### src/rtl/sifh_params.svh
`ifndef SIFH_PARAMS_SVH
`define SIFH_PARAMS_SVH

// time bins per pixel
`define BIN_NUM 16
// bin address width
`define BIN_W 4

// pixels in the array
`define PIXEL_NUM 3
// pixel index width
`define PIXEL_W 2

// acquisitions in one frame
`define ACQ_NUM 2
// acquisition index width
`define ACQ_W 1

// hits per pixel in one acquisition
`define DATA_NUM 4
// hit index width
`define HIT_W 2

// bin counter width
// a bin holds at most ACQ_NUM * DATA_NUM = 8, so 8 bits never wrap
`define CNT_W 8

`endif
### src/rtl/sifh_data_pkg.sv
`include "sifh_params.svh"

package sifh_data_pkg;

    // one photon hit from the pixel front end
    // only the time-bin address travels with it
    typedef struct packed {
        logic [`BIN_W-1:0] bin;
    } hit_t;

    // location of one counter inside a bank
    // pixel-major, bin-minor
    typedef struct packed {
        logic [`PIXEL_W-1:0] pixel;
        logic [`BIN_W-1:0]   bin;
    } bin_addr_t;

    // one histogram word on the readout interface
    typedef struct packed {
        // bank the word was drained from
        logic                bank;
        logic [`PIXEL_W-1:0] pixel;
        logic [`BIN_W-1:0]   bin;
        // number of hits seen in this bin over the frame
        logic [`CNT_W-1:0]   count;
    } hist_word_t;

endpackage

### src/rtl/hist_readout.sv
`include "sifh_params.svh"

module hist_readout (
    input  logic                      clk,
    input  logic                      res,
    input  logic                      drain_start,
    input  logic                      his_num,
    input  logic [`CNT_W-1:0]         drain_count,
    input  logic                      out_ack,
    output logic                      drain_busy,
    output sifh_data_pkg::bin_addr_t  rd_addr,
    output logic                      rd_clear,
    output logic                      out_req,
    output sifh_data_pkg::hist_word_t out_word
);
    // per-word readout phases
    typedef enum logic [1:0] {
        R_IDLE,
        R_READ,
        R_REQ,
        R_RELEASE
    } rd_state_e;

    rd_state_e state;

    logic bin_last;
    logic word_last;

    // end of a pixel row and end of the bank
    assign bin_last  = (rd_addr.bin == `BIN_W'(`BIN_NUM - 1));
    assign word_last = bin_last && (rd_addr.pixel == `PIXEL_W'(`PIXEL_NUM - 1));

    always_ff @(posedge clk or negedge res) begin
        if (!res) begin
            state   <= R_IDLE;
            rd_addr <= '0;
        end else begin
            case (state)
                R_IDLE: begin
                    // sweep always starts at pixel 0, bin 0
                    if (drain_start) begin
                        rd_addr <= '0;
                        state   <= R_READ;
                    end
                end
                R_READ: begin
                    // drain_count lands at the end of this cycle
                    state <= R_REQ;
                end
                R_REQ: begin
                    // word is cleared on this edge
                    if (out_ack) begin
                        state <= R_RELEASE;
                    end
                end
                R_RELEASE: begin
                    // wait for the consumer to drop ack
                    if (!out_ack) begin
                        if (word_last) begin
                            state <= R_IDLE;
                        end else begin
                            state <= R_READ;
                            // bin-minor step
                            if (bin_last) begin
                                rd_addr.bin   <= '0;
                                rd_addr.pixel <= rd_addr.pixel + 1'b1;
                            end else begin
                                rd_addr.bin <= rd_addr.bin + 1'b1;
                            end
                        end
                    end
                end
                default: begin
                    state <= R_IDLE;
                end
            endcase
        end
    end

    // high from drain_start to the end of the last handshake
    assign drain_busy = (state != R_IDLE);

    assign out_req  = (state == R_REQ);
    assign rd_clear = out_req && out_ack;

    // banks cannot swap mid-drain, so the drained bank is ~his_num
    assign out_word.bank  = ~his_num;
    assign out_word.pixel = rd_addr.pixel;
    assign out_word.bin   = rd_addr.bin;
    assign out_word.count = drain_count;

endmodule

### config.mk
export PLATFORM = sky130hd
export DESIGN_NAME = hist_readout
export DESIGN_NICKNAME = d
export VERILOG_FILES = /design/src/rtl/sifh_data_pkg.sv /design/src/rtl/hist_readout.sv
export VERILOG_INCLUDE_DIRS = /design/src /design/src/rtl
export SDC_FILE = /design/constraint.sdc
export NUM_CORES = 1
export LEC_CHECK = 0
export ABC_AREA = 1
export BUFFER_PORTS_ARGS = -buffer_cell sky130_fd_sc_hd__buf_2
export CAP_MARGIN = 20
export CORE_UTILIZATION = 35
export CTS_BUF_LIST = sky130_fd_sc_hd__clkbuf_4
export CTS_CLUSTER_DIAMETER = 120
export DETAILED_ROUTE_END_ITERATION = 8
export GPL_TIMING_DRIVEN = 0
export PLACE_DENSITY = 0.68
export SKIP_LAST_GASP = 1
export SLEW_MARGIN = 20
export SYNTH_ARGS = -nofsm -noshare
export SYNTH_HDL_FRONTEND = slang
export SYNTH_SLANG_ARGS = --single-unit
### constraint.sdc
create_clock -name clk -period 1.2 [get_ports clk]
set_input_delay 0.12 -clock clk [delete_from_list [all_inputs] [get_ports clk]]
set_output_delay 0.12 -clock clk [all_outputs]
set_load 0.01 [all_outputs]
* Yosys cells after proc, flatten, opt, wreduce, memory -nomap -nowiden
Index checks and enable logic that the tools add are counted. W data, S select, Z words.
Cells by class: add/subtract/negate cells 2, equality and inequality tests 10, mux-type cells 11, bitwise gates (word level) 1, reduce and logical (&&, ||, !) cells 8
Operators with widths (number):
- $mux W6 | 3
- $pmux W6 S2 | 1
- $ne A2 B2 Y1 const B | 5
- $mux W2 | 4
- $pmux W2 S4 | 1
- $eq A2 B2 Y1 const B | 3
- $reduce_and A5 Y1 | 1
- $add A4 B1 Y4 const B | 1
- $eq A4 B4 Y1 const B | 1
- $mux W4 | 1
- $reduce_and A4 Y1 | 1
- $reduce_bool A2 Y1 | 2
- $reduce_and A3 Y1 | 1
- $add A2 B1 Y2 const B | 1
- $eq A2 B1 Y1 const B | 1
- $logic_and A1 B1 Y1 | 2
- $logic_not A2 Y1 | 1
- $mux W1 | 1
- $not A1 Y1 | 1
Word-level totals: bits in registers 8, input port bits 13

* Longest topological paths before layout
depth after elaboration 5, mapped depth 9, gate-level depth less buffers 9

* Least setup slack after synthesis
Ideal clock, no wire load.
path kind register -> register, from register state[0], to register rd_addr, in the netlist out_word[10], setup time 118 ps, data arrival time 1189 ps, required time 1082 ps, setup slack -107 ps, stages on the path, launching flop included 10, path buffers 0, period minus slack after synthesis 1307 ps, path through dfrtp_1 -> inv_1 -> ha_1 -> inv_1 -> nor2_1 -> inv_1 -> nand3_4 -> nand2_4 -> nand2_1 -> o21ai_2
Between the ends: cells in the longest elaborated chain, start to end 3
RTL lines:
- start, declared | line hist_readout.sv:24 | rd_state_e state;
- start signal, assigned | line hist_readout.sv:35 | state <= R_IDLE;
- start signal, assigned | line hist_readout.sv:43 | state <= R_READ;
- start signal, assigned | line hist_readout.sv:48 | state <= R_REQ;
- $eq A2 B2 Y1 or $logic_not A2 Y1 (tied branches) | line hist_readout.sv:38 | case (state)
- $ne A2 B2 Y1 (no line) or $reduce_bool A2 Y1 (tied branches)
- $reduce_and A4 Y1 (no line)
- end, declared | line hist_readout.sv:11 | output sifh_data_pkg::bin_addr_t rd_addr,
Parallel ways exist; a longest one is shown, timed or not. A chain may end at the register's enable or synchronous reset.

* Final worst setup path
from register state[1], to register rd_addr, in the netlist out_word[10]
Same word-level chain as after synthesis.

==> metrics <==
run status=complete, but fails checks; failing checks=negative setup slack; top post-synthesis cells by area=dfrtp_1 (30%), buf_4 (16%), ha_1 (9.4%), nand2_1 (9.0%), o21ai_2 (6.6%); vias in the first global route=531; Placed Area=855 um^2; Final ANT Viol Nets=0; CP Class=flop to flop; syn avg cell area=7.92 um^2; Slowest-stage cell, CP=dfrtp_2; chip height=45.6 um; Hold Crit Class=input pin to async pin; Worst Tran Pin Value=0.284 ns; R2R setup slack=-0.12 ns; final wirelength=1.36 mm; via count=656; CP startpoint kind=flop; Setup Skew=0.00339 ns; FILL cells=169; DR vias/cell=4.52; Pint=1.23 mW; Reg2Reg Depth=8; Commonest cells post-synth=nand2_1 (16), buf_4 (14), inv_1 (11), dfrtp_1 (8); design area=1020 um^2; Yosys top cell by area=dfrtp_1; Starting Density=38.1%; n_diodes=0; Async S/R FF share, synth=100%; crit path time final=1.32 ns; switching share of power=47.5%; clk_lat worst skew=0.25 ns; fin crit share=110%; share of layout cells above drive strength 1=69.2%; Worst Path Max Fanout=8; dpl ws=-0.157 ns; synth unique cells=19; unrepaired setup endpoints after global routing=true; DRC violations left=0; register bit total from synthesis=8; Die Wd=45.6 um; crit end category=flop; initial antenna violation count=0; top-area cell type share of the netlist area=30.1%; Synth Cell Area=666 um^2; Gate power share=70.1%; syn_nets=102; crit-path cells=ha_4, inv_2, nor2_4, inv_2, nand3_4, nand2_8, nand2_2, o21ai_2; worst r2r src=state[1]; worst setup margin=-0.118 ns; most used cell, CP=inv_2; first-pass GRT wire length=2.03 mm; Final setup viols=10; Core Region=1750 um^2; I/O pins=37; clock sink count=8; Max stage delay on crit path=0.44 ns; hold_ws=0.244 ns; Synth Warn #=0; CTS Buffer Depth=2; Worst slew margin=81.0%; Flop pwr share=21.4%; ys flop type=dfrtp_1; Critical Path RT=1.34 ns; grt total ovfl=0; clk slew on worst S/H paths=0.05 ns; maxcap violations=0; nets=140; row cnt=15; DPL Wire Length=998 um; most frequent cell after synthesis=nand2_1; Root Driver=clkbuf_4; Lkg Pwr=0.551 nW; Gate Count Post-Synth=84; Clock Power Share=8.5%; Hold Violations, Final=0; Global Route Usage Sum=13.2%; arrival time of the worst setup path=1.46 ns; H-tree lvl count=1; Pwr Density=2300 nW/um^2; area growth from synthesis to layout=53.4%; reg2reg end=out_word[10]; Multi-input gate area=402 um^2; maximum vdd drop=0.00141 V; register area share after synthesis=30.1%; global placement routability congestion=0.755; FF/Latch Area=204 um^2; post-DR wirelength/cell=9.41 um; CTS tree=done; CTS Buf Count=3; largest net degree at the start of global routing=9; DRT Pass-1 Iters=4; Port Buffers=28; Sw Pwr=1.12 mW; die area=2080 um^2; DRT iter0 DRCs=5; f_max=758 MHz; max-slew violation count=0; Post-synth EDFFs=0
-- registers in the layout (all words and copies together) (netlist names) --
| signal | flops |
|---|---|
| out_word | 6 |
| state | 2 |
-- routing by layer --
| layer | part of all wire [%] | vias to the layer above | GRT usage (%) |
|---|---|---|---|
| met5 | 0 | - | 0 |
| met4 | 0 | 0 | 7.27 |
| met3 | 6.7 | 0 | 1.59 |
| met2 | 52 | 31 | 22.9 |
| met1 | 41 | 301 | 15.5 |
| li1 | - | 324 | - |
-- placed cells by master (no fill, tap or decap), types with 2 or more instances in the layout --
cell type   n
nand2_2     6
nand3_1     2
a21oi_1     2
dfrtp_2     3
o21ai_2     4
nor2_4      2
nor2_1      3
dfrtp_1     5
inv_1       6
inv_2       6
clkbuf_4    3
ha_2        2
buf_4      18
buf_6       3
nand4_1     3
nand2_1    10
buf_2      25
ha_4        3
inv_4       2
-- cells by family (layout without fill, tap and decap cells) --
logic type / after synthesis / after routing / share of synthesized area [%]
buf+inv: 28 / 64 / 23.7
compound gates: 10 / 10 / 10.7
fa+ha+maj: 5 / 5 / 9.40
simple gates: 32 / 32 / 24.8
xor+xnor: 1 / 1 / 1.32
flops: 8 / 8 / 30.1
-- timing repair --
action                                  CTS  global route
hold buffers                              1             0
gates resized for setup                  10            14
pin swaps                                 3             8
endpoints found under the setup margin   10            11
setup buffers                             0             4
hold endpoints to repair                  8             0
-- how the worst max path moves through the flow --
stage	depth (start not counted)	endpoint	slack [ns]	startpoint
floorplan	9	out_word[10]	-0.06	state[1]
finish	8	out_word[10]	-0.12	state[1]
detailed placement	8	out_word[11]	-0.16	state[1]
global placement	8	out_word[8]	-0.13	state[1]
global route	8	out_word[8]	-0.19	state[1]
CTS	5	rd_clear	-0.13	state[0]
-- per-stage QoR --
step	setup TNS [ns]	utilization, %	total power, mW	cells
2_1_floorplan	-0.250	-	1.42	84
3_3_place_gp	-0.680	49.0	1.68	137
3_5_place_dp	-0.892	49.0	1.72	137
4_1_cts	-0.921	53.4	2.09	141
5_1_grt	-1.58	58.5	2.56	145
6_report	-0.831	58.5	2.35	145
-- area by class of cell --
class	instances	share of cell area (%)
multi-input combinational	48	39.3
sequential	8	20.0
clock buffer	3	2.21
timing repair buffer	33	19.5
tap	25	3.06
buffer	14	10.3
inverter	14	5.64
-- worst max-delay path: cells and delay by family (launching register included) --
| kind | cells | cell delay (ns) |
|---|---|---|
| compound gates | 1 | 0.05 |
| fa+ha+maj | 1 | 0.22 |
| flops | 1 | 0.44 |
| buf+inv | 2 | 0.12 |
| simple gates | 4 | 0.37 |
-- power groups by stage --
stage               clock network (mW)  registers (mW)  logic, mW
floorplan                            0           0.484      0.934
global placement                     0           0.474       1.21
detailed placement                   0           0.481       1.24
CTS                              0.210           0.498       1.38
global route                     0.224           0.518       1.82
finish                           0.200           0.503       1.65
Power figures use the tool's default switching activity.
