File: config.mk
export PLATFORM = sky130hd
export DESIGN_NAME = hist_sequencer
export DESIGN_NICKNAME = d
export VERILOG_FILES = /design/src/rtl/sifh_data_pkg.sv /design/src/rtl/sifh_ctrl_pkg.sv /design/src/rtl/hist_sequencer.sv
export VERILOG_INCLUDE_DIRS = /design/src /design/src/rtl
export SDC_FILE = /design/constraint.sdc
export NUM_CORES = 1
export LEC_CHECK = 0
export ABC_CLOCK_PERIOD_IN_PS = 1100
export BUFFER_PORTS_ARGS = -buffer_cell sky130_fd_sc_hd__buf_4
export CAP_MARGIN = 20
export CORE_MARGIN = 8
export CORE_UTILIZATION = 29
export DETAILED_ROUTE_END_ITERATION = 10
export GPL_TIMING_DRIVEN = 0
export PLACE_DENSITY = 0.72
export SETUP_SLACK_MARGIN = 0.3
export SLEW_MARGIN = 20
export SYNTH_ARGS = -nofsm -noshare
export SYNTH_HDL_FRONTEND = slang
export SYNTH_SLANG_ARGS = --single-unit
File: constraint.sdc
create_clock -name clk -period 1.1 [get_ports clk]
set_clock_uncertainty 0.1 [all_clocks]
set_input_delay 0.22 -clock clk [delete_from_list [all_inputs] [get_ports clk]]
set_output_delay 0.22 -clock clk [all_outputs]
set_load 0.03 [all_outputs]
File: src/rtl/sifh_params.svh
`ifndef SIFH_PARAMS_SVH
`define SIFH_PARAMS_SVH

// time bins per pixel
`define BIN_NUM 16
// bin address width
`define BIN_W 4

// pixels in the array
`define PIXEL_NUM 3
// pixel index width
`define PIXEL_W 2

// acquisitions in one frame
`define ACQ_NUM 2
// acquisition index width
`define ACQ_W 1

// hits per pixel in one acquisition
`define DATA_NUM 4
// hit index width
`define HIT_W 2

// bin counter width
// a bin holds at most ACQ_NUM * DATA_NUM = 8, so 8 bits never wrap
`define CNT_W 8

`endif
File: src/rtl/sifh_data_pkg.sv
`include "sifh_params.svh"

package sifh_data_pkg;

    // one photon hit from the pixel front end
    // only the time-bin address travels with it
    typedef struct packed {
        logic [`BIN_W-1:0] bin;
    } hit_t;

    // location of one counter inside a bank
    // pixel-major, bin-minor
    typedef struct packed {
        logic [`PIXEL_W-1:0] pixel;
        logic [`BIN_W-1:0]   bin;
    } bin_addr_t;

    // one histogram word on the readout interface
    typedef struct packed {
        // bank the word was drained from
        logic                bank;
        logic [`PIXEL_W-1:0] pixel;
        logic [`BIN_W-1:0]   bin;
        // number of hits seen in this bin over the frame
        logic [`CNT_W-1:0]   count;
    } hist_word_t;

endpackage

File: src/rtl/sifh_ctrl_pkg.sv
`include "sifh_params.svh"

package sifh_ctrl_pkg;

    // hit sequencer states
    typedef enum logic [2:0] {
        S_IDLE,
        S_READ,
        S_WRITE,
        S_SWAP,
        S_ACK
    } seq_state_e;

    // accumulate port opcodes
    typedef enum logic [1:0] {
        OP_NONE,
        OP_READ,
        OP_INC
    } bank_op_e;

    // where the current hit sits inside the frame
    typedef struct packed {
        logic [`ACQ_W-1:0]   acq;
        logic [`PIXEL_W-1:0] pixel;
        logic [`HIT_W-1:0]   hit;
    } frame_pos_t;

    // command into the accumulate port of the bank RAM
    typedef struct packed {
        bank_op_e                 op;
        sifh_data_pkg::bin_addr_t addr;
    } bank_cmd_t;

endpackage

File: src/rtl/hist_sequencer.sv
`include "sifh_params.svh"

module hist_sequencer (
    input  logic                      clk,
    input  logic                      res,
    input  logic                      hit_req,
    input  sifh_data_pkg::hit_t       hit,
    input  logic [`CNT_W-1:0]         rd_count,
    input  sifh_ctrl_pkg::frame_pos_t pos,
    input  logic                      frame_last,
    input  logic                      drain_busy,
    output logic                      hit_ack,
    output sifh_ctrl_pkg::bank_cmd_t  bank_cmd,
    output logic [`CNT_W-1:0]         inc_count,
    output logic                      step,
    output logic                      his_num,
    output logic                      drain_start
);
    import sifh_ctrl_pkg::*;

    seq_state_e state;
    seq_state_e state_nxt;

    // state and active bank
    always_ff @(posedge clk or negedge res) begin
        if (!res) begin
            state   <= S_IDLE;
            his_num <= 1'b0;
        end else begin
            state <= state_nxt;
            // ping-pong, the filled bank goes to readout
            if (drain_start) begin
                his_num <= ~his_num;
            end
        end
    end

    // next state
    always_comb begin
        state_nxt = state;
        case (state)
            S_IDLE: begin
                // hit is stable once req is seen
                if (hit_req) begin
                    state_nxt = S_READ;
                end
            end
            S_READ: begin
                state_nxt = S_WRITE;
            end
            S_WRITE: begin
                // last hit of the frame detours through the swap
                state_nxt = frame_last ? S_SWAP : S_ACK;
            end
            S_SWAP: begin
                // hold until the previous frame has left the other bank
                if (!drain_busy) begin
                    state_nxt = S_ACK;
                end
            end
            S_ACK: begin
                // four-phase return to zero
                if (!hit_req) begin
                    state_nxt = S_IDLE;
                end
            end
            default: begin
                state_nxt = S_IDLE;
            end
        endcase
    end

    // bin being counted, pixel comes from the frame position
    always_comb begin
        bank_cmd.addr.pixel = pos.pixel;
        bank_cmd.addr.bin   = hit.bin;
        case (state)
            S_READ:  bank_cmd.op = OP_READ;
            S_WRITE: bank_cmd.op = OP_INC;
            default: bank_cmd.op = OP_NONE;
        endcase
    end

    // rd_count is valid in S_WRITE, one cycle after the read
    assign inc_count = rd_count + 1'b1;

    // advance the frame position with the write
    assign step = (state == S_WRITE);

    // swap and start draining in the same cycle
    assign drain_start = (state == S_SWAP) && !drain_busy;

    assign hit_ack = (state == S_ACK);

endmodule

Word-level counts from Yosys, hierarchy flattened
Cells that the tools add are included.
{"block": "totals", "in_bits": 22, "out_inout_bits": 20, "ff_bits": 4, "wordCells": 21}
{"block": "classes", "n_bitwise": 1, "n_mux": 6, "n_addsub": 1, "eq_ne": 7, "reduce_logical": 4}
{"operator": "case mux 3 bit (5 select lines)", "n": 1}
{"operator": "two-way mux 3 bit", "n": 4}
{"operator": "adder 8 x 1 -> 8 bit, second input constant", "n": 1}
{"operator": "== test 3 x 2 -> 1 bit, second input constant", "n": 2}
{"operator": "inequality test 2 bit, second input constant", "n": 3}
{"operator": "case mux 2 bit (2 select lines)", "n": 1}
{"operator": "== test 3 x 1 -> 1 bit, second input constant", "n": 1}
{"operator": "== test 3 bit, second input constant", "n": 1}
{"operator": "zero test 3 bit", "n": 1}
{"operator": "AND reduction 3 bit", "n": 1}
{"operator": "logical AND 1 bit", "n": 1}
{"operator": "zero test 1 bit", "n": 1}
{"operator": "NOT 1 bit", "n": 1}

Logic depth before layout (Yosys ltp)
{"block": "logic_depth", "word_depth": 3, "depth_mapped": 4, "depth_no_buf": 4}

Worst setup path before layout
No wires, ideal clock.
{"block": "synth_path", "path_kind": "register -> output", "start": "reg state[2]", "end": "out bank_cmd[7] in the netlist's numbering", "setup_slack_ps": -484, "arrival_time_ps": 1264, "required_time_ps": 780, "n_path_buf": 1, "path_stages_with_launch": 4, "cell_sequence": "dfrtp_1 nand2b_4 nor2_1 buf_4"}
{"element": "from (decl)", "line": "hist_sequencer.sv:21", "text": "seq_state_e state;"}
{"element": "from (signal assigned)", "line": "hist_sequencer.sv:30", "text": "state <= state_nxt;"}
{"element": "to (decl)", "line": "hist_sequencer.sv:13", "text": "output sifh_ctrl_pkg::bank_cmd_t bank_cmd,"}

Worst setup path in the final report
{"block": "layout_path", "start": "reg state[2]", "end": "out drain_start"}
{"block": "layout_via", "elab_chain_len": 2}
{"element": "== test 3 x 2 -> 1 bit", "line": "hist_sequencer.sv:91", "text": "assign drain_start = (state == S_SWAP) && !drain_busy;"}
{"element": "logical AND 1 bit", "line": "hist_sequencer.sv:91"}
{"element": "to (decl)", "line": "hist_sequencer.sv:17", "text": "output logic drain_start"}
No other way between the ends.

==> metrics.csv <==
stage,metric,value,unit
outcome,outcome,"complete, but fails checks",
outcome,failing checks,negative setup slack,
synth,share of the synthesized area in the top cell type,25.3,%
worst_setup_path,"Data arrival, critical path",1.21,ns
place,DP Worst Slack,-0.373,ns
floorplanning,Initial Utilization,30.8,%
synth,xor and xnor area share after synthesis,15.5,%
worst_setup_path,Crit Path Class,flip-flop to output port,
synth,post-synth cell types,21,
worst_setup_path,slowest CP cell,dfrtp_1,
sta,unrepaired setup endpoints after global routing,true,
global_routing,GR Overflow Total,0,
place,Port Buffers,32,
synth,"Seq/Total Area, Yosys",25.3,%
synth,largest family of logic cells by synthesized area,simple AND/OR/NAND/NOR gates,
worst_setup_path,FF-to-FF Start,state[2],
power_and_ir_drop,Int Power,1090,uW
place,DP Area,880,um2
synth,"count leader, synth",buf_4,
power_and_ir_drop,clock power share,9.6,%
global_routing,initial antenna violation count,0,
power_and_ir_drop,pwr dens,1680,nW/um2
route,Vias,507,
power_and_ir_drop,Sw Share,44.4,%
worst_setup_path,Startpoint Class,flip-flop,
sta,Worst slew margin,83.3,%
floorplanning,Die Height,52.9,um
power_and_ir_drop,maximum vdd drop,1.78,mV
floorplanning,I/O pins,42,
hold_path,Hold Crit Endpoint,state[1],
global_routing,GRT Total Usage,12.6,%
global_routing,met3 usage,7.00,%
worst_setup_path,"slowest stage delay, CP",0.39,ns
sta,worst slew pin tran,0.250,ns
synth,Syn Inst Count,45,
layout,area delta synth->final,195,%
floorplanning,FP Rows,13,
clock_tree,CTS tree,yes,
hold_path,Worst Hold Class,input pin to flip-flop,
sta,fin worst setup slack,-0.428,ns
sta,TNS Setup,-3.59,ns
floorplanning,core area,1280,um2
route,final wirelength,2.06,mm
power_and_ir_drop,Psw,868,uW
clock_tree,Num CTS Buffers,3,
layout,Final Instance Count excl. Fillers,109,
global_routing,Most Crowded Layer GR,met2,
clock_tree,Clock Path Buffers,2,
synth,Syn Std Cell Area,395,um2
synth,dominant cell type by area after synthesis,dfrtp_1,
worst_setup_path,Critical Path RT,0.78,ns
sta,Tcrit/Tclk final,139,%
synth,Compound-Gate Fraction of Synth Area,7.59,%
synth,post-synthesis simple-gate area fraction,27.5,%
synth,fraction of the mapped netlist area in adder cells,3.16,%
floorplanning,DIE AREA,2800,um2
sta,Period minus WS final,1.53,ns
power_and_ir_drop,Leak,0.000531,uW
layout,layout cells sized above 1,85.1,%
synth,asr flop ratio synth,100,%
worst_setup_path,R2R Path End,his_num,
synth,Ys Warns,0,
synth,number of synthesized flops with an enable pin,0,
route,"antenna viol nets, final",0,
synth,ys flop type,dfrtp_1,
worst_setup_path,Crit. End Element,output port,
clock_tree,H-Tree Depth,1,
clock_tree,Clock Latency Late Sink,0.24,ns
worst_setup_path,r2r setup slk,-0.19,ns
worst_setup_path,Worst Reg2Reg Path Length in Cells,4,
route,routed length per instance,18.9,um
synth,mux cell area share after synthesis,2.53,%
sta,Max Fclk,0.654,GHz
hold_path,Hold Path Origin,drain_busy,
route,DR iter-0 viols,3,
route,length of the first detailed-routing pass in iterations,4,
hold_path,worst hold path depth,3,
layout,number of diodes,0,
layout,Final #Nets,119,
global_routing,first-pass GRT wire length,2.59,mm
flow_run,max_cap viols,0,
sta,"Hold Vio Cnt, Final",0,
synth,mean post-synth cell area,8.79,um2
synth,Seq cells post-synth,4,
power_and_ir_drop,combinational share of power,76.5,%
place,Placer Congestion,0.641,
synth,commonest cells in the netlist,"buf_4, xor2_1, dfrtp_1, nand2_1, nor2_1",
global_routing,met2 Usage GRT,21.9,%
clock_tree,"Clk pin slew, worst setup/hold paths",0.04,ns
floorplanning,Die X,52.9,um
place,DP Wirelength,1.09,mm
route,Via-to-Cell Ratio,4.65,
place,cell total after placement,92,
sta,pins over their slew limit,0,
global_routing,vias in the first global route,537,
synth,"top cells by area, synth","dfrtp_1, buf_4, xor2_1, nor3b_4, xnor2_1",
layout,post-route cell area,1160,um2
global_routing,GRT met1 Usage,12.4,%
synth,Mapped Nets,68,
clock_tree,clk sinks,4,
route,DRC Markers,0,
worst_setup_path,critical path peak fanout,3,
power_and_ir_drop,register share of total power,13.9,%
worst_setup_path,crit path cell chain,nand2b_4 -> nor3b_4 -> buf_6,
global_routing,pin count of the biggest net entering global routing,9,
clock_tree,Root Driver,clkbuf_4,
sta,final setup violation count,15,
sta,hold slack,0.203,ns
-- placed cells by master (no fill, tap or decap) --
master         instances
xnor2_4                2
nor2_4                 2
nor3_1                 1
buf_4                 20
nand3_4                2
nand2_4                1
inv_2                  1
o22a_2                 1
nand3_1                1
nor3_4                 1
xor2_1                 1
buf_8                  4
nor2_2                 1
nor3b_4                1
dfrtp_1                4
nand2_8                1
nand2b_4               1
buf_12                 2
nor2_1                 1
clkbuf_4               3
xor2_4                 4
mux2i_1                1
ha_4                   1
nor3b_2                2
dlygate4sd3_1          1
o21a_1                 1
buf_6                 28
nand2_1                2
a21oi_2                1
o21bai_1               1
and3_4                 1
-- what timing repair did --
action | in CTS | in global routing
resized for setup | 29 | 7
endpoints found under the hold margin | 4 | 0
buffers inserted | 8 | 5
setup endpoints to repair | 24 | 18
pin swaps | 9 | 5
hold buffers | 1 | 0
-- how the worst max path moves through the flow --
stage	from	end	slack, ns
2_1_floorplan	state[2]	his_num	-0.22
3_3_place_gp	rd_count[0]	inc_count[6]	-0.37
3_5_place_dp	rd_count[0]	inc_count[6]	-0.37
4_1_cts	state[2]	drain_start	-0.39
5_1_grt	state[2]	drain_start	-0.47
6_report	state[2]	drain_start	-0.43
-- per-stage QoR --
| stage | util [%] | power (uW) |
|---|---|---|
| floorplan | - | 1060 |
| global placement | 68.5 | 1370 |
| detailed placement | 68.5 | 1380 |
| CTS | 84.8 | 1810 |
| global route | 90.7 | 2050 |
| finish | 90.7 | 1950 |
-- registers in the layout, summed over array words and instances (netlist names) --
name,flops
state,3
his_num,1
-- cell type report --
| type | instances | area (um2) |
|---|---|---|
| tap | 15 | 18.8 |
| multi-input combinational | 31 | 444 |
| clock buffer | 3 | 22.5 |
| buffer | 9 | 78.8 |
| timing repair buffer | 46 | 497 |
| inverter | 1 | 3.75 |
| sequential | 4 | 100 |
| fill | 53 | 120 |
-- power groups by stage --
| stage | clock, uW | combinational [uW] | sequential, uW |
|---|---|---|---|
| floorplan | 0 | 747 | 309 |
| global placement | 0 | 1090 | 279 |
| detailed placement | 0 | 1100 | 279 |
| CTS | 187 | 1370 | 259 |
| global route | 211 | 1560 | 272 |
| finish | 187 | 1500 | 272 |
-- cell families after synthesis --
group           count (synthesis)
simple gates                   18
flops                           4
fa+ha+maj                       1
compound gates                  4
buf+inv                        10
xor+xnor                        7
mux                             1
-- metal layers --
metal | vias to the layer above | wire length [um] | share of wire [%]
met5 | - | 0 | 0
met4 | 0 | 0 | 0
met3 | 0 | 239 | 12
met2 | 31 | 1070 | 52
met1 | 236 | 749 | 36
li1 | 240 | - | -
-- critical path, delay by kind of cell, from the launching register on --
family / cells / cell delay, ns
buf+inv: 1 / 0.17
simple gates: 2 / 0.41
flops: 1 / 0.39
Note: power is estimated with default switching activity, not from simulation.
