## src/rtl/sifh_params.svh

```systemverilog
`ifndef SIFH_PARAMS_SVH
`define SIFH_PARAMS_SVH

// time bins per pixel
`define BIN_NUM 16
// bin address width
`define BIN_W 4

// pixels in the array
`define PIXEL_NUM 3
// pixel index width
`define PIXEL_W 2

// acquisitions in one frame
`define ACQ_NUM 2
// acquisition index width
`define ACQ_W 1

// hits per pixel in one acquisition
`define DATA_NUM 4
// hit index width
`define HIT_W 2

// bin counter width
// a bin holds at most ACQ_NUM * DATA_NUM = 8, so 8 bits never wrap
`define CNT_W 8

`endif
```

## src/rtl/sifh_data_pkg.sv

```systemverilog
`include "sifh_params.svh"

package sifh_data_pkg;

    // one photon hit from the pixel front end
    // only the time-bin address travels with it
    typedef struct packed {
        logic [`BIN_W-1:0] bin;
    } hit_t;

    // location of one counter inside a bank
    // pixel-major, bin-minor
    typedef struct packed {
        logic [`PIXEL_W-1:0] pixel;
        logic [`BIN_W-1:0]   bin;
    } bin_addr_t;

    // one histogram word on the readout interface
    typedef struct packed {
        // bank the word was drained from
        logic                bank;
        logic [`PIXEL_W-1:0] pixel;
        logic [`BIN_W-1:0]   bin;
        // number of hits seen in this bin over the frame
        logic [`CNT_W-1:0]   count;
    } hist_word_t;

endpackage

```

## src/rtl/sifh_ctrl_pkg.sv

```systemverilog
`include "sifh_params.svh"

package sifh_ctrl_pkg;

    // hit sequencer states
    typedef enum logic [2:0] {
        S_IDLE,
        S_READ,
        S_WRITE,
        S_SWAP,
        S_ACK
    } seq_state_e;

    // accumulate port opcodes
    typedef enum logic [1:0] {
        OP_NONE,
        OP_READ,
        OP_INC
    } bank_op_e;

    // where the current hit sits inside the frame
    typedef struct packed {
        logic [`ACQ_W-1:0]   acq;
        logic [`PIXEL_W-1:0] pixel;
        logic [`HIT_W-1:0]   hit;
    } frame_pos_t;

    // command into the accumulate port of the bank RAM
    typedef struct packed {
        bank_op_e                 op;
        sifh_data_pkg::bin_addr_t addr;
    } bank_cmd_t;

endpackage

```

## src/rtl/frame_counter.sv

```systemverilog
`include "sifh_params.svh"

module frame_counter (
    input  logic                      clk,
    input  logic                      res,
    input  logic                      step,
    output sifh_ctrl_pkg::frame_pos_t pos,
    output logic                      frame_last
);
    // hit index within the current pixel
    logic [`HIT_W-1:0]   hit_idx;
    // pixel index within the current acquisition
    logic [`PIXEL_W-1:0] pixel_idx;
    // acquisition index within the frame
    logic [`ACQ_W-1:0]   acq_idx;

    logic hit_last;
    logic pixel_last;
    logic acq_last;

    // wrap points of each level
    assign hit_last   = (hit_idx == `HIT_W'(`DATA_NUM - 1));
    assign pixel_last = (pixel_idx == `PIXEL_W'(`PIXEL_NUM - 1));
    assign acq_last   = (acq_idx == `ACQ_W'(`ACQ_NUM - 1));

    // nested counters, each level carries into the next
    always_ff @(posedge clk or negedge res) begin
        if (!res) begin
            hit_idx   <= '0;
            pixel_idx <= '0;
            acq_idx   <= '0;
        end else if (step) begin
            if (!hit_last) begin
                hit_idx <= hit_idx + 1'b1;
            end else begin
                hit_idx <= '0;
                if (!pixel_last) begin
                    pixel_idx <= pixel_idx + 1'b1;
                end else begin
                    pixel_idx <= '0;
                    // end of frame wraps everything to zero
                    if (!acq_last) begin
                        acq_idx <= acq_idx + 1'b1;
                    end else begin
                        acq_idx <= '0;
                    end
                end
            end
        end
    end

    // final hit of the frame
    assign frame_last = hit_last && pixel_last && acq_last;

    assign pos.acq   = acq_idx;
    assign pos.pixel = pixel_idx;
    assign pos.hit   = hit_idx;

endmodule

```

## config.mk

```make
export PLATFORM = sky130hd
export DESIGN_NAME = frame_counter
export DESIGN_NICKNAME = d
export VERILOG_FILES = /design/src/rtl/sifh_data_pkg.sv /design/src/rtl/sifh_ctrl_pkg.sv /design/src/rtl/frame_counter.sv
export VERILOG_INCLUDE_DIRS = /design/src /design/src/rtl
export SDC_FILE = /design/constraint.sdc
export NUM_CORES = 1
export LEC_CHECK = 0
export ABC_AREA = 0
export BUFFER_PORTS_ARGS = -buffer_cell sky130_fd_sc_hd__buf_4
export CAP_MARGIN = 15
export CORE_AREA = 2 2 39 41
export CTS_BUF_LIST = sky130_fd_sc_hd__clkbuf_4 sky130_fd_sc_hd__clkbuf_8
export CTS_CLUSTER_SIZE = 24
export DETAILED_ROUTE_END_ITERATION = 10
export DIE_AREA = 0 0 41 43
export PLACE_DENSITY = 0.45
export SLEW_MARGIN = 20
export SYNTH_ARGS = -nofsm -noshare
export SYNTH_HDL_FRONTEND = slang
export SYNTH_SLANG_ARGS = --single-unit
```

## constraint.sdc

```tcl
create_clock -name clk -period 2.8 [get_ports clk]
set_input_delay 0.28 -clock clk [delete_from_list [all_inputs] [get_ports clk]]
set_output_delay 0.28 -clock clk [all_outputs]
set_load 0.05 [all_outputs]
```

# Word level (Yosys, flattened, before mapping)
# Cells that the tools add are included.
word_totals:
  reg_bits: 5
  inputBits: 3
  elab_cells: 15
  out_inout_bits: 6
  memories: 0
  rom_bits: 0
  latchBits: 0
  mem_bits_rw: 0
op_classes:
  n_mux: 3
  n_eq_ne: 2
  reduce_logical: 4
  shift: 0
  n_mul: 0
  n_bitwise: 0
  n_addsub: 3
  magnitude_cmp: 0
  div_mod_pow: 0
ops:
  columns: ["op", "n"]
  rows:
  - ["$add A2 B1 Y2 const B", 2]
  - ["$eq A2 B2 Y1 const B", 2]
  - ["$mux W2", 2]
  - ["$reduce_and A3 Y1", 1]
  - ["$logic_and A1 B1 Y1", 2]
  - ["$reduce_and A2 Y1", 1]
  - ["$add A1 B1 Y1 const B", 1]
  - ["$mux W1", 1]

# Logic depth before layout (Yosys ltp)
# Gate-level depths: netlist of run 1.
depth:
  ltp_word: 3
  depth_mapped: 3
  ltp_nobuf: 3

# Least setup slack after synthesis of run 1
# Ideal clock, no wire load.
synth_path:
  path_kind: "register to output"
  from: "register hit_idx[0]"
  to: "output port frame_last"
  path_stages_with_launch: 3
  t_arrival_ps: 1446
  slack_ps: 1074
  path_cell_list: "dfrtp_1 ha_1 and4b_1"
synth_via:
  elab_chain_cells: 3
synth_lines:
  columns: ["item", "line", "source"]
  rows:
  - ["start, declared", "frame_counter.sv:11", "logic [`HIT_W-1:0] hit_idx;"]
  - ["start signal, assigned", "frame_counter.sv:34", "hit_idx <= hit_idx + 1'b1;"]
  - ["$eq A2 B2 Y1", "frame_counter.sv:22", "assign hit_last = (hit_idx == `HIT_W'(`DATA_NUM - 1));"]
  - ["$logic_and A1 B1 Y1 (2 in a row)", "frame_counter.sv:53", "assign frame_last = hit_last && pixel_last && acq_last;"]
  - ["end, declared", "frame_counter.sv:8", "output logic frame_last"]
# Every way passes these cells.

# Final worst setup path of run 1
# Ends and elaborated chain as after synthesis.

==> qor.yml, run 1 <==
die:
  initial_core_util_pct: 17.8
  rows: 14
  die_width_microns: 41
  pin_count: 9
  floorplan.die_area_sq_um: 1760
  floorplan.die.height_microns: 43
  placeableCoreArea_sq_um: 1380
hold_path:
  hold_path.startpoint: "step"
  timing.hold.worst_endpoint: "hit_idx[0]$_DFFE_PN0P_"
  whs_path_depth: 2
  min-delay-path-class: "input pin to register"
clock_tree:
  clock_sinks: 5
  tritoncts.num_buffers: 3
  clk_pin_slew_worst_paths_ps: 40
  worst_skew_pair.late_latency_ps: 240
  clock_tree.root_cell: "sky130_fd_sc_hd__clkbuf_4"
  tritoncts: "yes"
  cts_max_level: 1
  post_cts.resized_instances: 0
  clockBufferDepth: 2
drt:
  overall_routed_net_length_microns: 476
  drt_first_pass_iters: 1
  ant_nets: 0
  detail_route.iter0.violations: 0
  via_per_inst: 3.98
  drc: 0
  dr_total_vias: 183
  avgRoutedWirePerCell_microns: 10.3
worst_setup_path:
  timing.reg2reg.setup_slack_ps: 1630
  crit_required_ps: 2520
  worstReg2RegStart: "hit_idx[0]$_DFFE_PN0P_"
  worst-setup-path-type: "register to primary output"
  cp-end-kind: "primary output"
  timing.reg2reg.worst_path_depth: 3
  worst_ep_arrival_time_ps: 1300
  path_max_fanout: 4
  r2r-end: "pixel_idx[0]$_DFFE_PN0P_"
  startpoint_type: "register"
sta:
  setup_ws_ps: 1220
  finalHoldViolCount: 0
  worst_setup_skew_after_layout_ps: 0.867
  relSlewSlack_pct: 87.9
  tns_ps: 0
  slew_viol_final: 0
  final.period_utilization_pct: 56.3
  tightestPinTransition_ps: 181
  min_period_ps: 1580
  setup_viol: 0
  grt_setup_unrepaired: "no"
  max_freq_ghz: 0.635
yosys:
  mappedNetlistNets: 22
  synth_top_cell_area_share_pct: 50.8
  netlist.top_cell.by_area: "sky130_fd_sc_hd__dfrtp_1"
  mappedNetlistArea_sq_um: 246
  synth-warning-count: 0
  synth_ff_type: "sky130_fd_sc_hd__dfrtp_1"
  synth.distinct_cells: 13
  synthesis.instances: 18
  asyncSetResetFlopFracSynth_pct: 100
  synthMostInstantiatedCell: "sky130_fd_sc_hd__dfrtp_1"
  synth-seq-area-share_pct: 50.8
  synth.cells.most_frequent: "sky130_fd_sc_hd__dfrtp_1 (5), sky130_fd_sc_hd__mux2_4 (2)"
  avgSynthCellArea_sq_um: 13.7
  ys_ff_latch: 5
  synth.top_cells.by_area: "sky130_fd_sc_hd__dfrtp_1 (51%), sky130_fd_sc_hd__mux2_4 (12%), sky130_fd_sc_hd__ha_1 (5.1%)"
  synth_enable_flop_cells: 0
final_layout:
  fin_nets: 35
  num_antenna_cells: 0
  post_layout_nonfiller_instances: 46
  final_layout_size_suffix_gt1_share_pct: 53.3
  final_util_pct: 25.9
  area_delta_synth_final_pct: 45.7
global_route:
  grt_pass1_vias: 195
  largest_net_degree_at_the_start_of_global_routing: 7
  initial_antenna_violation_count: 0
  overall_global_routing_usage_pct: 7.36
  globalRouteOverflowTotal: 0
  grt_pass1_wl_microns: 765
placed_design:
  placement.io_buffers: 8
  gpl.final_weighted_congestion: 0.579
  post-place-cells: 41
  dpl.hpwl_microns: 362
  detailedPlace.worstSlack_ps: 1470
flow_run:
  reported_max_cap_violation_count: 0
run_status:
  run_status: "finished, final reports clean"
## layout make-up
class / instances / area (sq um)
Multi-Input combinational cell: 12 / 114
Tap cell: 16 / 20.0
Timing Repair Buffer: 9 / 70.1
Clock buffer: 4 / 30.0
Sequential cell: 5 / 125
Fill cell: 161 / 1020
## logic make-up (layout without fill, tap and decap cells)
kind of cell / Yosys count / after routing / synth area share, %
simple gates: 6 / 6 / 16.8
fa+ha+maj: 1 / 1 / 5.08
buf+inv: 1 / 13 / 3.05
xor+xnor: 1 / 1 / 3.55
mux: 4 / 4 / 20.8
flops: 5 / 5 / 50.8
## worst max-delay path, cell delays in order, from the launching register on
cell,delay [ps]
sky130_fd_sc_hd__dfrtp_1,400
sky130_fd_sc_hd__ha_1,260
sky130_fd_sc_hd__and4b_1,220
sky130_fd_sc_hd__buf_4,180
## stage by stage
step	hold slack (ps)	area [sq um]
5_1_grt	263	359
4_1_cts	257	359
2_1_floorplan	-15.6	246
3_5_place_dp	86.4	319
6_report	267	359
3_3_place_gp	84.0	319
## worst max-delay path by stage
stage,from,end,slack (ps),cells past startpoint
after floorplan,hit_idx[0]$_DFFE_PN0P_,frame_last,1070,2
final,hit_idx[0]$_DFFE_PN0P_,frame_last,1220,3
after detailed placement,hit_idx[0]$_DFFE_PN0P_,frame_last,1470,3
after CTS,hit_idx[0]$_DFFE_PN0P_,frame_last,1200,3
after global routing,hit_idx[0]$_DFFE_PN0P_,frame_last,1170,3
after global placement,hit_idx[0]$_DFFE_PN0P_,frame_last,1490,3
## layout by cell type, fill, tap and decap left out, drive strengths merged
| cell type | count |
|---|---|
| mux2i | 1 |
| dlygate4sd3 | 1 |
| ha | 1 |
| nor2 | 1 |
| xnor2 | 1 |
| clkbuf | 4 |
| nand2 | 1 |
| nand2b | 1 |
| mux2 | 3 |
| nand4b | 1 |
| dfrtp | 5 |
| buf | 8 |
| nor2b | 1 |
| and4b | 1 |
## what timing repair did
item | 4_1_cts | 5_1_grt
hold buffers | 1 | 0
buffers inserted | 0 | 0
endpoints found under the hold margin | 5 | 0
## sequential cells by signal, summed over array words and instances, names as in the netlist
| name | cells |
|---|---|
| hit_idx | 2 |
| pixel_idx | 2 |
| acq_idx | 1 |
## layer usage
metal / wire (microns) / track usage, % / vias to the layer above / share of wire, %
li1: - / - / 87 / -
met1: 188 / 6.84 / 89 / 39
met2: 251 / 9.69 / 5 / 53
met3: 18 / 1.57 / 2 / 3.8
met4: 17 / 12.0 / 0 / 3.6
met5: 0 / 0 / - / 0
Power of run 1 is not shown: default switching activity piles up to over one toggle a cycle in this logic, so the estimate is an artifact.
==> run 2, diff against run 1 <==
ABC_AREA = 1   (was 0)
clock period = 1.5 ns   (was 2.8 ns; I/O delays follow)
==> qor.yml, run 2 <==
clock_tree:
  clockBufferDepth: 2  # unchanged
  cts_max_level: 1  # unchanged
  clk_pin_slew_worst_paths_ps: 40  # about the same
  post-cts-setup-buffer-count: 0  # unchanged
  tritoncts.num_buffers: 3  # unchanged
  clock_sinks: 5  # unchanged
  tritoncts: "yes"  # unchanged
  worst_skew_pair.late_latency_ps: 240  # about the same
  clock_tree.root_cell: "sky130_fd_sc_hd__clkbuf_4"  # unchanged
final_layout:
  area_delta_synth_final_pct: 49.5  # was 45.7%
  fin_nets: 47  # was 35
  layout_common_cells: "sky130_fd_sc_hd__nand2_1 (10), sky130_fd_sc_hd__buf_4 (8), sky130_fd_sc_hd__dfrtp_1 (5)"  # was sky130_fd_sc_hd__buf_4 (8), sky130_fd_sc_hd__dfrtp_1 (5), sky130_fd_sc_hd__clkbuf_4 (4)
  final_layout_size_suffix_gt1_share_pct: 38.1  # was 53.3%
  layout.cells.most_common: "sky130_fd_sc_hd__nand2_1"  # was sky130_fd_sc_hd__buf_4
  stdcell_area_sq_um: 363  # was 359 sq um
  num_antenna_cells: 0  # unchanged
  reg_top3: "hit_idx x2, pixel_idx x2, acq_idx x1"  # unchanged
global_route:
  grt_pass1_wl_microns: 683  # was 765 microns
  initial_antenna_violation_count: 0  # unchanged
  globalRouteOverflowTotal: 0  # unchanged
  overall_global_routing_usage_pct: 6.76  # was 7.36%
  largest_net_degree_at_the_start_of_global_routing: 6  # was 7
  grt_pass1_vias: 168  # was 195
yosys:
  synth.top_cells.by_area: "sky130_fd_sc_hd__dfrtp_1 (52%), sky130_fd_sc_hd__nand2_1 (15%), sky130_fd_sc_hd__o21ai_0 (6.2%)"  # was sky130_fd_sc_hd__dfrtp_1 (51%), sky130_fd_sc_hd__mux2_4 (12%), sky130_fd_sc_hd__ha_1 (5.1%)
  ys_ff_latch: 5  # unchanged
  synth_enable_flop_cells: 0  # unchanged
  mappedNetlistArea_sq_um: 243  # was 246 sq um
  avgSynthCellArea_sq_um: 8.09  # was 13.7 sq um
  synth-seq-area-share_pct: 51.5  # was 50.8%
  synth.cells.most_frequent: "sky130_fd_sc_hd__nand2_1 (10), sky130_fd_sc_hd__dfrtp_1 (5), sky130_fd_sc_hd__inv_1 (3), sky130_fd_sc_hd__o21ai_0 (3), sky130_fd_sc_hd__nor2_1 (2)"  # was sky130_fd_sc_hd__dfrtp_1 (5), sky130_fd_sc_hd__mux2_4 (2)
  synth_top_cell_area_share_pct: 51.5  # was 50.8%
  netlist.top_cell.by_area: "sky130_fd_sc_hd__dfrtp_1"  # unchanged
  synth_ff_type: "sky130_fd_sc_hd__dfrtp_1"  # unchanged
  synthMostInstantiatedCell: "sky130_fd_sc_hd__nand2_1"  # was sky130_fd_sc_hd__dfrtp_1
  asyncSetResetFlopFracSynth_pct: 100  # unchanged
  mappedNetlistNets: 34  # was 22
  synth.distinct_cells: 12  # was 13
  synthesis.instances: 30  # was 18
  synth-warning-count: 0  # unchanged
placed_design:
  placedInstanceArea_sq_um: 323  # was 319 sq um
  gpl.final_weighted_congestion: 0.614  # was 0.579
  dpl.hpwl_microns: 361  # was 362 microns
  placement.io_buffers: 8  # unchanged
sta:
  min_period_ps: 1340
  relSlewSlack_pct: 89.2  # was 87.9%
  grt_setup_unrepaired: "no"  # unchanged
  slew_viol_final: 0  # unchanged
  tns_ps: 0  # unchanged
  worst_setup_skew_after_layout_ps: 2.60  # was 0.867 ps
  finalHoldViolCount: 0  # unchanged
  tightestPinTransition_ps: 162  # was 181 ps
  setup_viol: 0  # unchanged
  max_freq_ghz: 0.744
  final.period_utilization_pct: 89.6
hold_path:
  min-delay-path-class: "input pin to register"  # unchanged
drt:
  dr_total_vias: 205  # was 183
  via_per_inst: 3.53  # was 3.98
  drt_first_pass_iters: 2  # was 1
  drc: 0  # unchanged
  ant_nets: 0  # unchanged
  overall_routed_net_length_microns: 441  # was 476 microns
  detail_route.iter0.violations: 3  # was 0
  avgRoutedWirePerCell_microns: 7.60  # was 10.3 microns
worst_setup_path:
  path_max_fanout: 4  # unchanged
  cp-end-kind: "primary output"  # unchanged
  worst-setup-path-type: "register to primary output"  # unchanged
  worst_ep_arrival_time_ps: 1190  # was 1300 ps
  crit_required_ps: 1350  # was 2520 ps
  startpoint_type: "register"  # unchanged
die:
  pin_count: 9  # unchanged
  floorplan.die.height_microns: 43  # unchanged
  initial_core_util_pct: 17.5  # was 17.8%
  die_width_microns: 41  # unchanged
  rows: 14  # unchanged
  floorplan.die_area_sq_um: 1760  # unchanged
  placeableCoreArea_sq_um: 1380  # unchanged
flow_run:
  reported_max_cap_violation_count: 0  # unchanged
run_status:
  run_status: "finished, final reports clean"  # unchanged
run 2: cell count changes in the layout (fill, tap and decap cells not counted), moves of 2 or more:
cell / before / now
sky130_fd_sc_hd__o21ai_0: 0 / 3
sky130_fd_sc_hd__mux2_4: 2 / 0
sky130_fd_sc_hd__nand2_1: 0 / 10
sky130_fd_sc_hd__inv_1: 0 / 3
run 2: path summary, 6_finish.rpt:
| check | slack [ps] | to | cells past startpoint | start |
|---|---|---|---|---|
| min in group asynchronous | 250 | hit_idx[0]$_DFFE_PN0P_ | 2 | res |
| min | 120 | hit_idx[0]$_DFFE_PN0P_ | 2 | step |
| max reg2reg | 480 | acq_idx$_DFFE_PN0P_ | 5 | hit_idx[0]$_DFFE_PN0P_ |
| max in group asynchronous | 1140 | pixel_idx[0]$_DFFE_PN0P_ | 2 | res |
| min reg2reg | 500 | hit_idx[0]$_DFFE_PN0P_ | 1 | hit_idx[0]$_DFFE_PN0P_ |
| max | 160 | frame_last | 4 | hit_idx[0]$_DFFE_PN0P_ |
run 2: what timing repair did:
action                                  CTS  global route
endpoints found under the setup margin    0             0
hold buffers                              1             0
gates resized for setup                   0             0
hold endpoints to repair                  5             0
run 2: worst max-delay path, cell delays in order (launching register included):
cell	delay, ps
sky130_fd_sc_hd__dfrtp_1	400
sky130_fd_sc_hd__ha_1	230
sky130_fd_sc_hd__nand2_1	110
sky130_fd_sc_hd__nor2_4	30
sky130_fd_sc_hd__buf_4	180
run 2: layout make-up:
cell class	count	area, sq um
Fill cell	160	1020
Clock buffer	4	30.0
Tap cell	16	20.0
Timing Repair Buffer	9	70.1
Sequential cell	5	125
Multi-Input combinational cell	20	103
Inverter	4	15.0
run 2: cells by family (layout without fill, tap and decap cells):
group,after synthesis,in the layout,synth area share [%]
flip-flops,5,5,51.5
AO/OA/AOI/OAI,4,4,8.24
adder cells (fa/ha/maj),1,1,5.15
AND/OR/NAND/NOR,15,15,25.8
buffers and inverters,5,17,9.28
run 2: through the flow:
step	setup WS, ps	hold slack [ps]	utilization, %	cells
2_1_floorplan	95.2	-146	-	30
6_report	156	115	26.2	58
3_5_place_dp	404	-43.7	23.3	53
5_1_grt	62.3	104	26.2	58
3_3_place_gp	398	-43.1	23.3	53
4_1_cts	137	106	26.2	58
run 2: routing by layer:
layer	vias to the layer above	share of wire, %	global-route usage [%]	routed length, microns
li1	116	-	-	-
met1	83	49	8.50	215
met2	6	44	6.25	194
met3	0	7.0	6.28	31
met4	0	0	6.00	0
met5	-	0	0	0
Power of run 2 is left out for the same reason.
==> run 3, diff against run 2 <==
==> constraint.sdc (replaced) <==
create_clock -name clk -period 1.5 [get_ports clk]
set_input_delay 0.225 -clock clk [delete_from_list [all_inputs] [get_ports clk]]
set_output_delay 0.225 -clock clk [all_outputs]
set_load 0.05 [all_outputs]
==> qor.yml, run 3 (synthesis gave the netlist of run 2 again) <==
drt:
  detail_route.iter0.violations: 3  # unchanged
  ant_nets: 0  # unchanged
  drt_first_pass_iters: 2  # unchanged
  avgRoutedWirePerCell_microns: 7.59  # was 7.60 microns
  overall_routed_net_length_microns: 440  # was 441 microns
  dr_total_vias: 205  # unchanged
  via_per_inst: 3.53  # unchanged
  drc: 0  # unchanged
worst_setup_path:
  startpoint_type: "register"  # unchanged
  worst-setup-path-type: "register to primary output"  # unchanged
  timing.reg2reg.setup_slack_ps: 480  # about the same
  worst_ep_arrival_time_ps: 1160  # was 1190 ps
  path_max_fanout: 4  # unchanged
  cp-end-kind: "primary output"  # unchanged
  crit_required_ps: 1270  # was 1350 ps
die:
  placeableCoreArea_sq_um: 1380  # unchanged
  initial_core_util_pct: 17.5  # unchanged
  pin_count: 9  # unchanged
  floorplan.die.height_microns: 43  # unchanged
  rows: 14  # unchanged
  die_width_microns: 41  # unchanged
  floorplan.die_area_sq_um: 1760  # unchanged
clock_tree:
  worst_skew_pair.late_latency_ps: 240  # about the same
  clock_sinks: 5  # unchanged
  clock_tree.root_cell: "sky130_fd_sc_hd__clkbuf_4"  # unchanged
  post-cts-setup-buffer-count: 0  # unchanged
  tritoncts.num_buffers: 3  # unchanged
  clk_pin_slew_worst_paths_ps: 40  # about the same
  tritoncts: "yes"  # unchanged
  clockBufferDepth: 2  # unchanged
  cts_max_level: 1  # unchanged
sta:
  final.period_utilization_pct: 92.5  # was 89.6%
  setup_viol: 0  # unchanged
  finalHoldViolCount: 0  # unchanged
  relSlewSlack_pct: 89.2  # unchanged
  tns_ps: 0  # unchanged
  setup_ws_ps: 113  # was 156 ps
  grt_setup_unrepaired: "no"  # unchanged
  tightestPinTransition_ps: 162  # unchanged
  worst_setup_skew_after_layout_ps: 2.60  # unchanged
  min_period_ps: 1390  # was 1340 ps
  slew_viol_final: 0  # unchanged
  max_freq_ghz: 0.721  # was 0.744 GHz
global_route:
  overall_global_routing_usage_pct: 6.76  # unchanged
  grt_pass1_wl_microns: 683  # unchanged
  globalRouteOverflowTotal: 0  # unchanged
  grt_pass1_vias: 168  # unchanged
  largest_net_degree_at_the_start_of_global_routing: 6  # unchanged
  initial_antenna_violation_count: 0  # unchanged
final_layout:
  layout.filler_cells: 159  # was 160
  area.sequential_sq_um: 125  # unchanged
  layout_common_cells: "sky130_fd_sc_hd__nand2_1 (10), sky130_fd_sc_hd__buf_4 (7), sky130_fd_sc_hd__dfrtp_1 (5)"  # was sky130_fd_sc_hd__nand2_1 (10), sky130_fd_sc_hd__buf_4 (8), sky130_fd_sc_hd__dfrtp_1 (5)
  layout.cells.most_common: "sky130_fd_sc_hd__nand2_1"  # unchanged
  fin_nets: 47  # unchanged
  num_antenna_cells: 0  # unchanged
  multi_input_area_sq_um: 103  # unchanged
  reg_top3: "hit_idx x2, pixel_idx x2, acq_idx x1"  # unchanged
  area_delta_synth_final_pct: 51.0  # was 49.5%
  final_layout_size_suffix_gt1_share_pct: 38.1  # unchanged
  stdcell_area_sq_um: 367  # was 363 sq um
placed_design:
  gpl.final_weighted_congestion: 0.614  # unchanged
  detailedPlace.worstSlack_ps: 329  # was 404 ps
  placement.io_buffers: 8  # unchanged
  dpl.hpwl_microns: 361  # unchanged
  placedInstanceArea_sq_um: 323  # unchanged
hold_path:
  min-delay-path-class: "input pin to register"  # unchanged
run_status:
  run_status: "finished, final reports clean"  # unchanged
flow_run:
  reported_max_cap_violation_count: 0  # unchanged
## run 3: cell count changes in the layout (fill, tap and decap cells not counted)
cell / change
sky130_fd_sc_hd__buf_4: -1
sky130_fd_sc_hd__buf_6: +1
## run 3: critical path, cell delays in order, from the launching register on
cell and delay (ps):
sky130_fd_sc_hd__dfrtp_1 400, sky130_fd_sc_hd__ha_1 230, sky130_fd_sc_hd__nand2_1 110, sky130_fd_sc_hd__nor2_4 40, sky130_fd_sc_hd__buf_6 140
## run 3: final cells by class
type / instances / share of cell area, %
clock buffer: 4 / 8.19
multi-input combinational: 20 / 28.0
timing repair buffer: 9 / 20.1
sequential: 5 / 34.1
inverter: 4 / 4.10
tap: 16 / 5.46
## run 3: path summary, 6_finish.rpt
check / startpoint / end / depth (start not counted)
worst min-delay path: step / hit_idx[0]$_DFFE_PN0P_ / 2
worst max-delay path: hit_idx[0]$_DFFE_PN0P_ / frame_last / 4
worst min register to register: hit_idx[0]$_DFFE_PN0P_ / hit_idx[0]$_DFFE_PN0P_ / 1
max in group asynchronous: res / pixel_idx[0]$_DFFE_PN0P_ / 2
worst max register to register: hit_idx[0]$_DFFE_PN0P_ / acq_idx$_DFFE_PN0P_ / 5
min in group asynchronous: res / hit_idx[0]$_DFFE_PN0P_ / 2
## run 3: what timing repair did
action | CTS | global route
hold buffers | 1 | 0
gates resized for setup | 0 | 1
endpoints found under the hold margin | 5 | 0
setup endpoints to repair | 0 | 1
## run 3: routing by layer
layer	wire, microns	GRT usage [%]
met5	0	0
met1	207	8.50
met3	38	6.28
met4	0	6.00
met2	194	6.25
## run 3: metrics by stage
| stage | utilization (%) | hold WS [ps] | instances |
|---|---|---|---|
| final | 26.5 | 190 | 58 |
| after global routing | 26.5 | 179 | 58 |
| after CTS | 26.2 | 181 | 58 |
| after detailed placement | 23.3 | 31.3 | 53 |
| after global placement | 23.3 | 31.9 | 53 |
| after floorplan | - | -70.6 | 30 |
Power of run 3 is left out for the same reason.
